--- config.mk ---
export PLATFORM = sky130hd
export DESIGN_NAME = lease_policy_top
export DESIGN_NICKNAME = d
export VERILOG_FILES = /design/src/rtl/lease_pkg.sv /design/src/rtl/lease_policy_top.sv /design/src/rtl/lease_policy_fsm.sv /design/src/rtl/lease_register_bank.sv /design/src/rtl/lease_lookup_table.sv /design/src/rtl/lease_lfsr.sv
export VERILOG_INCLUDE_DIRS = /design/src /design/src/rtl
export SDC_FILE = /design/constraint.sdc
export NUM_CORES = 1
export LEC_CHECK = 0
export BUFFER_PORTS_ARGS = -buffer_cell sky130_fd_sc_hd__clkbuf_2
export CORE_MARGIN = 4
export CORE_UTILIZATION = 55
export CTS_CLUSTER_DIAMETER = 50
export DETAILED_ROUTE_END_ITERATION = 8
export PLACE_DENSITY = 0.83
export SLEW_MARGIN = 20
export SYNTH_ARGS = -nofsm -noshare
export SYNTH_HDL_FRONTEND = slang
export SYNTH_SLANG_ARGS = --single-unit
--- constraint.sdc ---
create_clock -name clock_i -period 15.9 [get_ports clock_i]
set_input_delay 0.795 -clock clock_i [delete_from_list [all_inputs] [get_ports clock_i]]
set_output_delay 0.795 -clock clock_i [all_outputs]
set_load 0.005 [all_outputs]
--- src/rtl/lease_consts.svh ---
/* widths, table size, default capacity and lfsr seeds of the lease policy block */

`ifndef LEASE_CONSTS_SVH
`define LEASE_CONSTS_SVH

// ----------------------------------------------------------------------
// data widths
// ----------------------------------------------------------------------
`define LEASE_VALUE_BW      8       // bits per lease register
`define LEASE_REF_ADDR_BW   16      // word address from the core
`define LEASE_PROB_BW       9       // lease0 probability, compared against a 9b lfsr

// ----------------------------------------------------------------------
// sizes
// ----------------------------------------------------------------------
`define LEASE_LLT_ENTRIES   8       // entries per lookup table
`define LEASE_CACHE_LINES   8       // default number of cache lines

// lfsr start values, both non-zero
`define LEASE_SEED_PROB     9'h1AB
`define LEASE_SEED_VICTIM   9'h155

`endif
--- src/rtl/lease_pkg.sv ---
/* shared types of the lease policy block: lease, probability, lfsr word,
   reference address, table select codes and controller states */

`include "lease_consts.svh"

package lease_pkg;

	typedef logic [`LEASE_VALUE_BW-1:0]    lease_t;     // one countdown value
	typedef logic [`LEASE_PROB_BW-1:0]     prob_t;      // chance of picking lease0
	typedef logic [8:0]                    lfsr_word_t; // 9b shift register state
	typedef logic [`LEASE_REF_ADDR_BW-1:0] ref_addr_t;  // word address of the access

	// upper two bits of a table write address
	typedef enum logic [1:0] {
		TBL_TAG    = 2'd0,  // reference address, also sets valid
		TBL_LEASE0 = 2'd1,
		TBL_LEASE1 = 2'd2,
		TBL_PROB   = 2'd3
	} llt_table_e;

	// controller states
	typedef enum logic {
		ST_NORMAL,      // serve hits and misses
		ST_GEN_VICTIM   // pick the line to replace
	} policy_state_e;

endpackage

--- src/rtl/lease_policy_top.sv ---
/* lease policy top level: lookup table, probability and victim lfsrs,
   lease register bank and controller */

`include "lease_consts.svh"

module lease_policy_top #(
	parameter  int CACHE_BLOCK_CAPACITY = `LEASE_CACHE_LINES,
	localparam int LINE_BW              = $clog2(CACHE_BLOCK_CAPACITY)
) (
	input  logic                                  clock_i,
	input  logic                                  resetn_i,

	// configuration and table writes
	input  logic                                  con_wren_i,
	input  logic                                  llt_wren_i,
	input  logic [$clog2(`LEASE_LLT_ENTRIES)+1:0] llt_addr_i,
	input  logic [31:0]                           llt_data_i,
	input  lease_pkg::ref_addr_t                  llt_search_addr_i,

	// accesses
	input  logic [LINE_BW-1:0]                    cache_addr_i,
	input  logic                                  hit_i,
	input  logic                                  miss_i,

	// results
	output logic                                  done_o,
	output logic [LINE_BW-1:0]                    addr_o,
	output logic                                  swap_o,
	output logic                                  expired_o,
	output logic                                  expired_multi_o,
	output logic                                  default_o
);

	import lease_pkg::*;

	logic               llt_hit;
	lease_t             lease0;
	lease_t             lease1;
	prob_t              lease0_prob;
	lfsr_word_t         prob_rand;
	lfsr_word_t         victim_rand;
	logic               prob_step;
	logic               victim_step;
	logic               decr;
	logic               renew;
	logic [LINE_BW-1:0] renew_line;
	lease_t             renew_value;
	logic               fill_step;
	logic               any_expired;
	logic [LINE_BW-1:0] first_expired;
	logic [LINE_BW-1:0] last_expired;
	logic [LINE_BW-1:0] fill_ptr;
	logic               fill_done;

	// ----------------------------------------------------------------------
	// lookup and random sources
	// ----------------------------------------------------------------------
	lease_lookup_table i_llt (
		.clock_i       (clock_i),
		.resetn_i      (resetn_i),
		.wren_i        (llt_wren_i),
		.addr_i        (llt_addr_i),
		.data_i        (llt_data_i),
		.search_addr_i (llt_search_addr_i),
		.hit_o         (llt_hit),
		.lease0_o      (lease0),
		.lease1_o      (lease1),
		.lease0_prob_o (lease0_prob)
	);

	lease_lfsr #(.SEED(`LEASE_SEED_PROB)) i_prob_lfsr (
		.clock_i  (clock_i),
		.resetn_i (resetn_i),
		.enable_i (prob_step),
		.value_o  (prob_rand)
	);

	lease_lfsr #(.SEED(`LEASE_SEED_VICTIM)) i_victim_lfsr (
		.clock_i  (clock_i),
		.resetn_i (resetn_i),
		.enable_i (victim_step),
		.value_o  (victim_rand)
	);

	// ----------------------------------------------------------------------
	// lease state and control
	// ----------------------------------------------------------------------
	lease_register_bank #(.CACHE_BLOCK_CAPACITY(CACHE_BLOCK_CAPACITY)) i_bank (
		.clock_i         (clock_i),
		.resetn_i        (resetn_i),
		.decr_i          (decr),
		.renew_i         (renew),
		.renew_line_i    (renew_line),
		.renew_value_i   (renew_value),
		.fill_step_i     (fill_step),
		.any_expired_o   (any_expired),
		.first_expired_o (first_expired),
		.last_expired_o  (last_expired),
		.fill_ptr_o      (fill_ptr),
		.fill_done_o     (fill_done)
	);

	lease_policy_fsm #(.CACHE_BLOCK_CAPACITY(CACHE_BLOCK_CAPACITY)) i_fsm (
		.clock_i         (clock_i),
		.resetn_i        (resetn_i),
		.con_wren_i      (con_wren_i),
		.llt_addr_i      (llt_addr_i),
		.llt_data_i      (llt_data_i),
		.hit_i           (hit_i),
		.miss_i          (miss_i),
		.cache_addr_i    (cache_addr_i),
		.llt_hit_i       (llt_hit),
		.lease0_i        (lease0),
		.lease1_i        (lease1),
		.lease0_prob_i   (lease0_prob),
		.prob_rand_i     (prob_rand),
		.victim_rand_i   (victim_rand),
		.any_expired_i   (any_expired),
		.first_expired_i (first_expired),
		.last_expired_i  (last_expired),
		.fill_ptr_i      (fill_ptr),
		.fill_done_i     (fill_done),
		.prob_step_o     (prob_step),
		.victim_step_o   (victim_step),
		.decr_o          (decr),
		.renew_o         (renew),
		.renew_line_o    (renew_line),
		.renew_value_o   (renew_value),
		.fill_step_o     (fill_step),
		.done_o          (done_o),
		.addr_o          (addr_o),
		.swap_o          (swap_o),
		.expired_o       (expired_o),
		.expired_multi_o (expired_multi_o),
		.default_o       (default_o)
	);

endmodule

--- src/rtl/lease_policy_fsm.sv ---
/* lease policy controller: default lease register, probabilistic lease pick,
   renew/decrement sequencing, victim selection and registered result flags */

`include "lease_consts.svh"

module lease_policy_fsm #(
	parameter  int CACHE_BLOCK_CAPACITY = `LEASE_CACHE_LINES,
	localparam int LINE_BW              = $clog2(CACHE_BLOCK_CAPACITY)
) (
	input  logic                                  clock_i,
	input  logic                                  resetn_i,

	// configuration write
	input  logic                                  con_wren_i,
	input  logic [$clog2(`LEASE_LLT_ENTRIES)+1:0] llt_addr_i,
	input  logic [31:0]                           llt_data_i,

	// access strobes from the cache controller
	input  logic                                  hit_i,
	input  logic                                  miss_i,
	input  logic [LINE_BW-1:0]                    cache_addr_i,

	// lookup table and lfsr values
	input  logic                                  llt_hit_i,
	input  lease_pkg::lease_t                     lease0_i,
	input  lease_pkg::lease_t                     lease1_i,
	input  lease_pkg::prob_t                      lease0_prob_i,
	input  lease_pkg::lfsr_word_t                 prob_rand_i,
	input  lease_pkg::lfsr_word_t                 victim_rand_i,

	// register bank status
	input  logic                                  any_expired_i,
	input  logic [LINE_BW-1:0]                    first_expired_i,
	input  logic [LINE_BW-1:0]                    last_expired_i,
	input  logic [LINE_BW-1:0]                    fill_ptr_i,
	input  logic                                  fill_done_i,

	// lfsr steps and register bank commands
	output logic                                  prob_step_o,
	output logic                                  victim_step_o,
	output logic                                  decr_o,
	output logic                                  renew_o,
	output logic [LINE_BW-1:0]                    renew_line_o,
	output lease_pkg::lease_t                     renew_value_o,
	output logic                                  fill_step_o,

	// results to the cache controller
	output logic                                  done_o,
	output logic [LINE_BW-1:0]                    addr_o,
	output logic                                  swap_o,
	output logic                                  expired_o,
	output logic                                  expired_multi_o,
	output logic                                  default_o
);

	import lease_pkg::*;

	policy_state_e state_q;
	lease_t        default_lease_q;
	lease_t        saved_lease_q;    // lease for the follow-up hit
	logic          followup_q;       // next hit completes a miss
	lease_t        chosen_lease;
	lease_t        access_lease;
	logic          access_hit;
	logic          access_miss;
	logic          in_victim;

	// ----------------------------------------------------------------------
	// lease choice
	// ----------------------------------------------------------------------
	assign chosen_lease = (prob_rand_i < lease0_prob_i) ? lease0_i : lease1_i;
	assign access_lease = llt_hit_i ? chosen_lease : default_lease_q;

	// strobes only count while idle
	assign access_hit  = (state_q == ST_NORMAL) && hit_i;
	assign access_miss = (state_q == ST_NORMAL) && miss_i;
	assign in_victim   = (state_q == ST_GEN_VICTIM);

	// bank commands act on the same edge that samples the strobe
	assign prob_step_o   = access_hit || access_miss;
	assign decr_o        = access_miss || (access_hit && !followup_q);
	assign renew_o       = access_hit;
	assign renew_line_o  = cache_addr_i;
	assign renew_value_o = followup_q ? saved_lease_q : access_lease;
	assign fill_step_o   = in_victim && !fill_done_i;
	assign victim_step_o = in_victim && fill_done_i && !any_expired_i;  // random pick consumed

	// default lease config register at address 0
	always_ff @(posedge clock_i) begin
		if (!resetn_i) begin
			default_lease_q <= '0;
		end else if (con_wren_i && llt_addr_i == '0) begin
			default_lease_q <= llt_data_i[`LEASE_VALUE_BW-1:0];
		end
	end

	always_ff @(posedge clock_i) begin
		if (access_miss) saved_lease_q <= access_lease;
	end

	// ----------------------------------------------------------------------
	// sequencing and result flags
	// ----------------------------------------------------------------------
	always_ff @(posedge clock_i) begin
		if (!resetn_i) begin
			state_q         <= ST_NORMAL;
			followup_q      <= 1'b0;
			done_o          <= 1'b0;
			addr_o          <= '0;
			swap_o          <= 1'b0;
			expired_o       <= 1'b0;
			expired_multi_o <= 1'b0;
			default_o       <= 1'b0;
		end else begin
			// one-cycle pulses
			done_o          <= 1'b0;
			expired_o       <= 1'b0;
			expired_multi_o <= 1'b0;
			default_o       <= 1'b0;

			case (state_q)
				ST_NORMAL: begin
					if (hit_i) begin
						followup_q <= 1'b0;
						default_o  <= !followup_q && !llt_hit_i;  // follow-up uses saved lease
					end
					if (miss_i) begin
						default_o <= !llt_hit_i;
						if (access_lease != '0) begin
							state_q    <= ST_GEN_VICTIM;   // line must be allocated
							followup_q <= 1'b1;
						end else begin
							done_o <= 1'b1;                 // serve without allocating
							swap_o <= 1'b0;
						end
					end
				end

				ST_GEN_VICTIM: begin
					done_o  <= 1'b1;
					swap_o  <= 1'b1;
					state_q <= ST_NORMAL;
					if (!fill_done_i) begin
						addr_o <= fill_ptr_i;                      // cold-start order
					end else if (any_expired_i) begin
						addr_o          <= first_expired_i;        // lowest expired line
						expired_o       <= 1'b1;
						expired_multi_o <= (first_expired_i != last_expired_i);
					end else begin
						addr_o <= victim_rand_i[LINE_BW:1];        // random fallback
					end
				end
			endcase
		end
	end

endmodule

--- src/rtl/lease_register_bank.sv ---
/* per-line lease countdown registers, expired flags with lowest and highest
   expired-line scans, and the cold-start fill counter */

`include "lease_consts.svh"

module lease_register_bank #(
	parameter  int CACHE_BLOCK_CAPACITY = `LEASE_CACHE_LINES,
	localparam int LINE_BW              = $clog2(CACHE_BLOCK_CAPACITY)
) (
	input  logic               clock_i,
	input  logic               resetn_i,

	// commands from the controller
	input  logic               decr_i,          // count down every non-zero lease
	input  logic               renew_i,         // load one line, wins over decr_i
	input  logic [LINE_BW-1:0] renew_line_i,
	input  lease_pkg::lease_t  renew_value_i,
	input  logic               fill_step_i,     // advance cold-start pointer

	// status
	output logic               any_expired_o,
	output logic [LINE_BW-1:0] first_expired_o, // lowest line at zero
	output logic [LINE_BW-1:0] last_expired_o,  // highest line at zero
	output logic [LINE_BW-1:0] fill_ptr_o,
	output logic               fill_done_o      // every line filled once
);

	import lease_pkg::*;

	lease_t                          leases [CACHE_BLOCK_CAPACITY];
	logic [CACHE_BLOCK_CAPACITY-1:0] expired;

	// ----------------------------------------------------------------------
	// lease countdowns
	// ----------------------------------------------------------------------
	always_ff @(posedge clock_i) begin
		if (!resetn_i) begin
			for (int j = 0; j < CACHE_BLOCK_CAPACITY; j++) begin
				leases[j] <= '0;
			end
		end else begin
			for (int j = 0; j < CACHE_BLOCK_CAPACITY; j++) begin
				if (renew_i && renew_line_i == LINE_BW'(j)) begin
					leases[j] <= renew_value_i;
				end else if (decr_i && leases[j] != '0) begin
					leases[j] <= leases[j] - 1'b1;     // stops at zero
				end
			end
		end
	end

	// cold start, lines are handed out in order until the pointer wraps
	always_ff @(posedge clock_i) begin
		if (!resetn_i) begin
			fill_ptr_o  <= '0;
			fill_done_o <= 1'b0;
		end else if (fill_step_i) begin
			fill_ptr_o <= fill_ptr_o + 1'b1;
			if (fill_ptr_o == LINE_BW'(CACHE_BLOCK_CAPACITY-1)) begin
				fill_done_o <= 1'b1;                // sticky until reset
			end
		end
	end

	// ----------------------------------------------------------------------
	// expired line scans
	// ----------------------------------------------------------------------
	always_comb begin
		for (int j = 0; j < CACHE_BLOCK_CAPACITY; j++) begin
			expired[j] = (leases[j] == '0);
		end
	end

	assign any_expired_o = |expired;

	// downward scan leaves the lowest index
	always_comb begin
		first_expired_o = '0;
		for (int j = CACHE_BLOCK_CAPACITY-1; j >= 0; j--) begin
			if (expired[j]) first_expired_o = LINE_BW'(j);
		end
	end

	// upward scan leaves the highest index
	always_comb begin
		last_expired_o = '0;
		for (int j = 0; j < CACHE_BLOCK_CAPACITY; j++) begin
			if (expired[j]) last_expired_o = LINE_BW'(j);
		end
	end

endmodule

--- src/rtl/lease_lookup_table.sv ---
/* programmable lease lookup table: tag, two leases and a probability per entry,
   registered writes by table select and a parallel combinational search */

`include "lease_consts.svh"

module lease_lookup_table (
	input  logic                                  clock_i,
	input  logic                                  resetn_i,

	// write port, table select in the two top address bits
	input  logic                                  wren_i,
	input  logic [$clog2(`LEASE_LLT_ENTRIES)+1:0] addr_i,
	input  logic [31:0]                           data_i,

	// search port
	input  lease_pkg::ref_addr_t                  search_addr_i,
	output logic                                  hit_o,         // some valid tag matches
	output lease_pkg::lease_t                     lease0_o,
	output lease_pkg::lease_t                     lease1_o,
	output lease_pkg::prob_t                      lease0_prob_o
);

	import lease_pkg::*;

	localparam int ENTRY_BW = $clog2(`LEASE_LLT_ENTRIES);
	localparam int ADDR_BW  = ENTRY_BW + 2;

	ref_addr_t                      tags   [`LEASE_LLT_ENTRIES];
	lease_t                         lease0 [`LEASE_LLT_ENTRIES];
	lease_t                         lease1 [`LEASE_LLT_ENTRIES];
	prob_t                          prob   [`LEASE_LLT_ENTRIES];
	logic [`LEASE_LLT_ENTRIES-1:0]  valid;
	llt_table_e                     wr_table;
	logic [ENTRY_BW-1:0]            wr_entry;

	assign wr_table = llt_table_e'(addr_i[ADDR_BW-1 -: 2]);
	assign wr_entry = addr_i[ENTRY_BW-1:0];

	// ----------------------------------------------------------------------
	// writes
	// ----------------------------------------------------------------------
	always_ff @(posedge clock_i) begin
		if (!resetn_i) begin
			valid <= '0;                        // table starts empty
		end else if (wren_i && wr_table == TBL_TAG) begin
			valid[wr_entry] <= 1'b1;            // entry is live once its tag is written
		end
	end

	// payload arrays
	always_ff @(posedge clock_i) begin
		if (wren_i) begin
			case (wr_table)
				TBL_TAG:    tags[wr_entry]   <= data_i[`LEASE_REF_ADDR_BW-1:0];
				TBL_LEASE0: lease0[wr_entry] <= data_i[`LEASE_VALUE_BW-1:0];
				TBL_LEASE1: lease1[wr_entry] <= data_i[`LEASE_VALUE_BW-1:0];
				TBL_PROB:   prob[wr_entry]   <= data_i[`LEASE_PROB_BW-1:0];
			endcase
		end
	end

	// ----------------------------------------------------------------------
	// search
	// ----------------------------------------------------------------------
	// scan from the top so the lowest matching entry is the last to assign
	always_comb begin
		hit_o         = 1'b0;
		lease0_o      = '0;
		lease1_o      = '0;
		lease0_prob_o = '0;
		for (int e = `LEASE_LLT_ENTRIES-1; e >= 0; e--) begin
			if (valid[e] && tags[e] == search_addr_i) begin
				hit_o         = 1'b1;
				lease0_o      = lease0[e];
				lease1_o      = lease1[e];
				lease0_prob_o = prob[e];
			end
		end
	end

endmodule

--- src/rtl/lease_lfsr.sv ---
/* 9b fibonacci lfsr, x^9 + x^5 + 1, one step per enable strobe */

module lease_lfsr #(
	parameter lease_pkg::lfsr_word_t SEED = 9'h1   // must be non-zero
) (
	input  logic                  clock_i,
	input  logic                  resetn_i,
	input  logic                  enable_i,   // advance after the value was consumed
	output lease_pkg::lfsr_word_t value_o
);

	// shift left, feedback from bits 8 and 4 into bit 0
	always_ff @(posedge clock_i) begin
		if (!resetn_i) begin
			value_o <= SEED;
		end else if (enable_i) begin
			value_o <= {value_o[7:0], value_o[8] ^ value_o[4]};
		end
	end

endmodule

# ---- Word level (Yosys, flattened, before mapping)
# Memories as Yosys holds them, arrays and structs flattened.
# Index checks and enable logic that the tools add are counted.
dict set report totals {
  word_cells 295
  mem_count 5
  ff_bits 56
  ram_bits 392
  out_inout_bits 8
}
dict set report classes {
  n_bitwise 21
  eq_ne 22
  add_sub_neg 9
  reduce_logical 66
  n_lt_le_gt_ge 3
  muxes 154
}
# name depth width rd rd_ports_with_merged_regs wr line
set memory_table {}
lappend memory_table {i_llt.tags 8 16 8 0 1 lease_lookup_table.sv:28} ;# ref_addr_t tags [`LEASE_LLT_ENTRIES];
lappend memory_table {i_llt.prob 8 9 8 0 1 lease_lookup_table.sv:31} ;# prob_t prob [`LEASE_LLT_ENTRIES];
lappend memory_table {i_bank.leases 8 8 8 0 8 lease_register_bank.sv:30} ;# lease_t leases [CACHE_BLOCK_CAPACITY];
lappend memory_table {i_llt.lease0 8 8 8 0 1 lease_lookup_table.sv:29} ;# lease_t lease0 [`LEASE_LLT_ENTRIES];
lappend memory_table {i_llt.lease1 8 8 8 0 1 lease_lookup_table.sv:30} ;# lease_t lease1 [`LEASE_LLT_ENTRIES];
# operator n
set ops {}
lappend ops {{two-way mux 8 bit} 35}
lappend ops {{== test 16 bit} 8}
lappend ops {{two-way mux 1 bit} 91}
lappend ops {{two-way mux 9 bit} 8}
lappend ops {{nonzero test 8 bit} 9}
lappend ops {{logical NOT 8 bit} 8}
lappend ops {{subtractor 8 x 1 -> 8 bit (second input constant)} 8}
lappend ops {{two-way mux 3 bit} 14}
lappend ops {{logical AND 1 bit} 34}
lappend ops {{bitwise OR 1 bit} 16}
lappend ops {{== test 3 bit (second input constant)} 5}
lappend ops {{less-than comparator 9 bit} 1}
lappend ops {{bitwise OR 8 bit} 1}
lappend ops {{OR reduction 8 bit} 1}
lappend ops {{== test 3 x 2 -> 1 bit (second input constant)} 2}
lappend ops {{one-hot mux 1 bit (2 select lines)} 3}
lappend ops {{logical NOT 5 bit} 1}
lappend ops {{== test 2 bit (second input constant)} 2}
lappend ops {{logical NOT 1 bit} 4}
lappend ops {{less-than comparator 3 x 4 -> 1 bit (second input constant)} 1}
lappend ops {{two-way mux 2 bit} 2}
lappend ops {{inequality test 2 bit (second input constant)} 2}
lappend ops {{AND reduction 2 bit} 2}
lappend ops {{AND reduction 4 bit} 1}
lappend ops {{13 further kinds} 16}

# ---- Depth between registers and ports, before layout
# An unclocked memory read counts as a cell.
dict set report depth {
  depth_word 18
  depth_mapped 28
  mapped_depth_nobuf 23
}

# ---- Modules after synthesis
# Synthesis repeated with hierarchy kept, for this count alone.
dict set report unflattened {
  hier_cells 1550
  hier_area_um2 20190.6
}
# mod area_per_inst_um2 seq_area_each_um2 cells_per_inst n_inst
set modules_own_cells {}
lappend modules_own_cells {lease_lookup_table 13638.1 10009.6 861 1}
lappend modules_own_cells {lease_register_bank 4286.6 2001.9 440 1}
lappend modules_own_cells {lease_policy_fsm 1581.5 600.6 189 1}
lappend modules_own_cells {{lease_lfsr (i_victim_lfsr)} 345.3 180.2 30 1}
lappend modules_own_cells {{lease_lfsr (i_prob_lfsr)} 339.1 180.2 30 1}

# ---- Least setup slack after synthesis
# OpenSTA, ideal clock, no wires.
dict set report synth_path {
  path_kind {input to register}
  start {input llt_search_addr_i[2]}
  end {register i_fsm.followup_q}
  setup_ps 135
  arrival_ps 5617
  n_path_buf 4
  path_slack_ps 10147
  path_stages 26
  cell_sequence {buf_4 xor2_1 nor4_2 and3_1 buf_2 clkbuf_1 a211oi_1 a22oi_1 o21ai_0 mux2i_1 o21ai_0 mux2i_1 o21ai_0 mux2i_1 ha_1 a2111oi_0 o221ai_1 o21ai_0 and2_1 or4_1 buf_4 o2111ai_1 and3b_1 or4_4 nor4_4 o32ai_1}
}
dict set report synth_between {
  elab_chain_len 16
  elab_cells_between_ends 54
  classes_between {order compare: 1; eq/ne: 8; mux: 36; reduce/logical: 9}
}
# element line
set synth_lines {}
lappend synth_lines {{start, declared} lease_policy_top.sv:18} ;# input lease_pkg::ref_addr_t llt_search_addr_i,
lappend synth_lines {{== test 16 bit} lease_lookup_table.sv:72} ;# if (valid[e] && tags[e] == search_addr_i) begin
lappend synth_lines {{logical AND 1 bit} lease_lookup_table.sv:72}
lappend synth_lines {{two-way mux 9 bit (8 in a row)} lease_lookup_table.sv:72}
lappend synth_lines {{less-than comparator 9 bit} lease_policy_fsm.sv:71} ;# assign chosen_lease = (prob_rand_i < lease0_prob_i) ? lease0_i : lease1_i;
lappend synth_lines {{two-way mux 8 bit} lease_policy_fsm.sv:71}
lappend synth_lines {{two-way mux 8 bit *} lease_policy_fsm.sv:72} ;# assign access_lease = llt_hit_i ? chosen_lease : default_lease_q;
lappend synth_lines {{named net i_fsm.access_lease[6]} lease_policy_fsm.sv:63} ;# lease_t access_lease;
lappend synth_lines {{nonzero test 8 bit *} lease_policy_fsm.sv:129} ;# if (access_lease != '0) begin
lappend synth_lines {{two-way mux 1 bit *} lease_policy_fsm.sv:129}
lappend synth_lines {{two-way mux 1 bit *} lease_policy_fsm.sv:127} ;# if (miss_i) begin
lappend synth_lines {{end signal, assigned} lease_policy_fsm.sv:107} ;# followup_q <= 1'b0;
lappend synth_lines {{end signal, assigned} lease_policy_fsm.sv:124} ;# followup_q <= 1'b0;
lappend synth_lines {{end signal, assigned} lease_policy_fsm.sv:131} ;# followup_q <= 1'b1;
lappend synth_lines {{end, declared} lease_policy_fsm.sv:61} ;# logic followup_q;
# Mark *: on every way through the listed nets, which the timed path passes. The rest lies on a longest branch.
# A chain may end at the register's enable or synchronous reset.

==> flow_metrics.py <==
metrics = {
    "cts": {
        "postCtsHoldBufs": 0,
        "postCtsSetupRepairBufs": 0,
        "clk_latency_ns": 0.57,
        "cts_tree": "yes",
        "clock_path_buffers": 3,
        "cts_buffers": 44,
        "cts_sinks": 448,
        "ctsResizeCount": 0,
        "h-tree-depth": 2,
        "cts-root-buf": "clkbuf_16",
        "clk_pin_slew_ns": 0.06,
    },
    "synthesis": {
        "synth_top_family_by_area": "simple AND/OR/NAND/NOR gates",
        "synth_area_um2": 20360,
        "synth.avg_cell_area_um2": 12.80,
        "synthAdderAreaFrac_pct": 1.352,
        "synth_edf_count": 400,
        "synth_cell_types": 78,
        "syn-num-nets": 1675,
        "ys_seq_elements": 448,
        "synth-compound-area-share_pct": 9.007,
        "yosys.area_share.simple_pct": 13.39,
        "synthArstFlopShare_pct": 0,
        "synth_top_flop_cell": "edfxtp_1",
        "synthMuxAreaShare_pct": 2.476,
        "ys_warn_count": 0,
        "synth-xor-area-share_pct": 7.606,
        "ys_seq_area_share_pct": 63.70,
        "synthCells": 1591,
    },
    "sta": {
        "fin_setup_tns_ns": 0,
        "rsz0062_at_grt": "false",
        "hold_slack_ns": 0.4699,
        "period_share_pct": 44.22,
        "final-setup-viol-count": 0,
        "worstMarginPinSlew_ns": 1.114,
        "drv_slew": 0,
        "timing_hold_violations_final": 0,
        "min_period_ns": 7.031,
        "setup_slack_ns": 8.869,
        "max_slew_margin_pct": 25.18,
        "max_freq_mhz": 142.2,
        "clock_skew_ns": 0.02273,
    },
    "die": {
        "initial_core_util_pct": 55.63,
        "die_h_um": 200.4,
        "core-area_um2": 36610,
        "die_area_um2": 40170,
        "row_count": 70,
        "pin_count": 70,
        "die_x_um": 200.4,
    },
    "pwr": {
        "pwr-share-clk_pct": 37.6,
        "switching_share_pct": 24.31,
        "p_switching_mw": 0.6454,
        "intPower_mw": 2.010,
        "powerDensity_nw_per_um2": 118.9,
        "power_frac_seq_pct": 51.9,
        "power_mw": 2.655,
        "p_leak_nw": 7.487,
        "combPwrFrac_pct": 10.5,
        "max-vdd-ir-drop_mv": 0.1414,
    },
    "critical_path": {
        "cp-start-kind": "input port",
        "required_ns": 16.15,
        "worstSetupEndpointType": "flop",
        "critPathMostFrequentCell": "o21ai_0",
        "cp.buffers_inverters": 2,
        "crit_path_top_delay_cell": "mux2i_1",
        "worstPathArrival_ns": 7.28,
        "cp_max_fo": 16,
        "slowest_delay_ns": 0.79,
        "crit_family": "simple AND/OR/NAND/NOR gates",
        "path_cells": "clkbuf_2, xor2_1, nor4_1, nand3_1, nor3_1, buf_4, nand2_1, o21ai_0, mux2i_1, o21ai_0, mux2i_1, o21ai_0, mux2i_1, ha_1, a41oi_1, o221ai_1, o21ai_0, and2_1, nor4_4, o21ai_0, nand3b_1, and3b_1, mux2i_1, a211oi_1",
        "crit_type": "input port to flop",
    },
    "placed_design": {
        "dpl.cell_count": 2054,
        "post-place-ws_ns": 8.352,
        "dp_hpwl_um": 32050,
        "port_buffers": 53,
        "gp_congestion": 0.8931,
        "dpl-instance-area_um2": 20950,
    },
    "detailed_routing": {
        "post-route-drc-count": 0,
        "vias": 13640,
        "wire_per_inst_um": 22.99,
        "avgViaCountPerCell": 6.395,
        "drtIter0Drc": 1442,
        "ant_nets": 0,
        "routed_wl_um": 49030,
        "dr.pass1.iters": 7,
    },
    "final_layout": {
        "drive_gt1_share_pct": 10.21,
        "fillCellCount": 2691,
        "finalInstanceArea_um2": 22330,
        "diodes": 0,
        "final_cell_mix": "400 x edfxtp_1, 157 x nor2_1, 124 x nand2_1",
        "areaGrowthSynthToFinish_pct": 9.665,
        "fin_util_pct": 61.00,
        "stdcell_count": 2133,
        "final_common_cell": "edfxtp_1",
        "nNetsFinal": 1716,
    },
    "global_route": {
        "grt_usage_pct": 23.67,
        "grt_pass1_wl_um": 75420,
        "grt_max_degree": 48,
        "grt_pass1_vias": 13470,
        "overflow": 0,
        "antenna_found_initial": 0,
    },
    "job": {
        "cap_violations": 0,
    },
    "status": {
        "outcome": "complete, no violations",
    },
    "worst_hold_path": {
        "hp-class": "flop to flop",
    },
}
-- cells by family (layout without fill, tap and decap cells) --
| logic type | count (synthesis) | count (layout) |
|---|---|---|
| flip-flops | 448 | 448 |
| AND/OR/NAND/NOR | 544 | 544 |
| XOR/XNOR | 176 | 176 |
| adder cells (fa/ha/maj) | 22 | 22 |
| multiplexers | 50 | 50 |
| AO/OA/AOI/OAI | 249 | 249 |
| buffers and inverters | 102 | 176 |
-- state kept, by name, summed over array words and instances (netlist names), 3 cells and up --
register,count
i_bank.fill_ptr_o,3
i_bank.leases,64
i_fsm.addr_o,3
i_fsm.default_lease_q,8
i_fsm.saved_lease_q,8
i_llt.lease0,64
i_llt.lease1,64
i_llt.prob,72
i_llt.tags,128
i_llt.valid,8
i_prob_lfsr.value_o,9
i_victim_lfsr.value_o,9
-- routing by layer --
layer  vias to the layer above  part of all wire (%)  track usage (%)  wire (µm)
li1                       6128                     -                -          -
met1                      6550                    37            30.77      18300
met2                       808                    48            40.19      23730
met3                       155                    11            4.604       5178
met4                         0                   3.7            8.235       1820
met5                         -                     0                0          0
-- worst min-delay path, stage by stage (launching register included) --
cell and delay (ns):
dfxtp_1 0.32, mux2i_1 0.07, nand2_1 0.06
-- synthesized netlist by cell type (25+ instances only) --
cell type | count | share of area [%]
edfxtp_1 | 400 | 59
nor2_1 | 158 | 2.9
nand2_1 | 124 | 2.3
xnor2_1 | 92 | 4.0
xor2_1 | 83 | 3.6
nand3_1 | 65 | 1.6
nor3_1 | 50 | 1.2
mux2i_1 | 49 | 2.4
dfxtp_1 | 48 | 4.7
clkbuf_1 | 43 | 0.79
o21ai_0 | 37 | 0.91
a211oi_1 | 35 | 1.3
o22ai_1 | 34 | 1.0
o2111ai_1 | 27 | 1.2
or3_1 | 26 | 0.80
inv_1 | 25 | 0.46
-- power by group through the flow --
stage | sequential, mW | combinational, mW | clock [mW]
final | 1.38 | 0.279 | 0.998
after global routing | 1.38 | 0.310 | 1.06
after CTS | 1.38 | 0.276 | 1.01
after detailed placement | 1.40 | 0.271 | 0
after global placement | 1.40 | 0.260 | 0
after floorplan | 1.39 | 0.203 | 0
-- path summary, 6_finish.rpt --
kind | from | to | slack, ns | depth (start not counted)
worst max-delay path | llt_search_addr_i[9] | i_bank.leases[1][7]$_SDFFCE_PN0P_ | 8.87 | 24
worst min-delay path | i_victim_lfsr.value_o[7]$_SDFFE_PN0P_ | i_victim_lfsr.value_o[8]$_SDFFE_PN1P_ | 0.47 | 2
worst max register to register | i_llt.tags[5][9]$_DFFE_PP_ | i_bank.leases[1][7]$_SDFFCE_PN0P_ | 9.03 | 23
worst min register to register | i_victim_lfsr.value_o[7]$_SDFFE_PN0P_ | i_victim_lfsr.value_o[8]$_SDFFE_PN1P_ | 0.47 | 2
-- layout make-up --
cell class	count	area, µm²	share of cell area, %
Clock inverter	17	145.1	0.6499
Tap cell	468	585.6	2.622
Multi-Input combinational cell	1041	6895	30.88
Inverter	27	101.3	0.4538
Sequential cell	448	12970	58.09
Timing Repair Buffer	70	392.9	1.759
Clock buffer	62	1240	5.552
(Power assumes the default switching activity.)
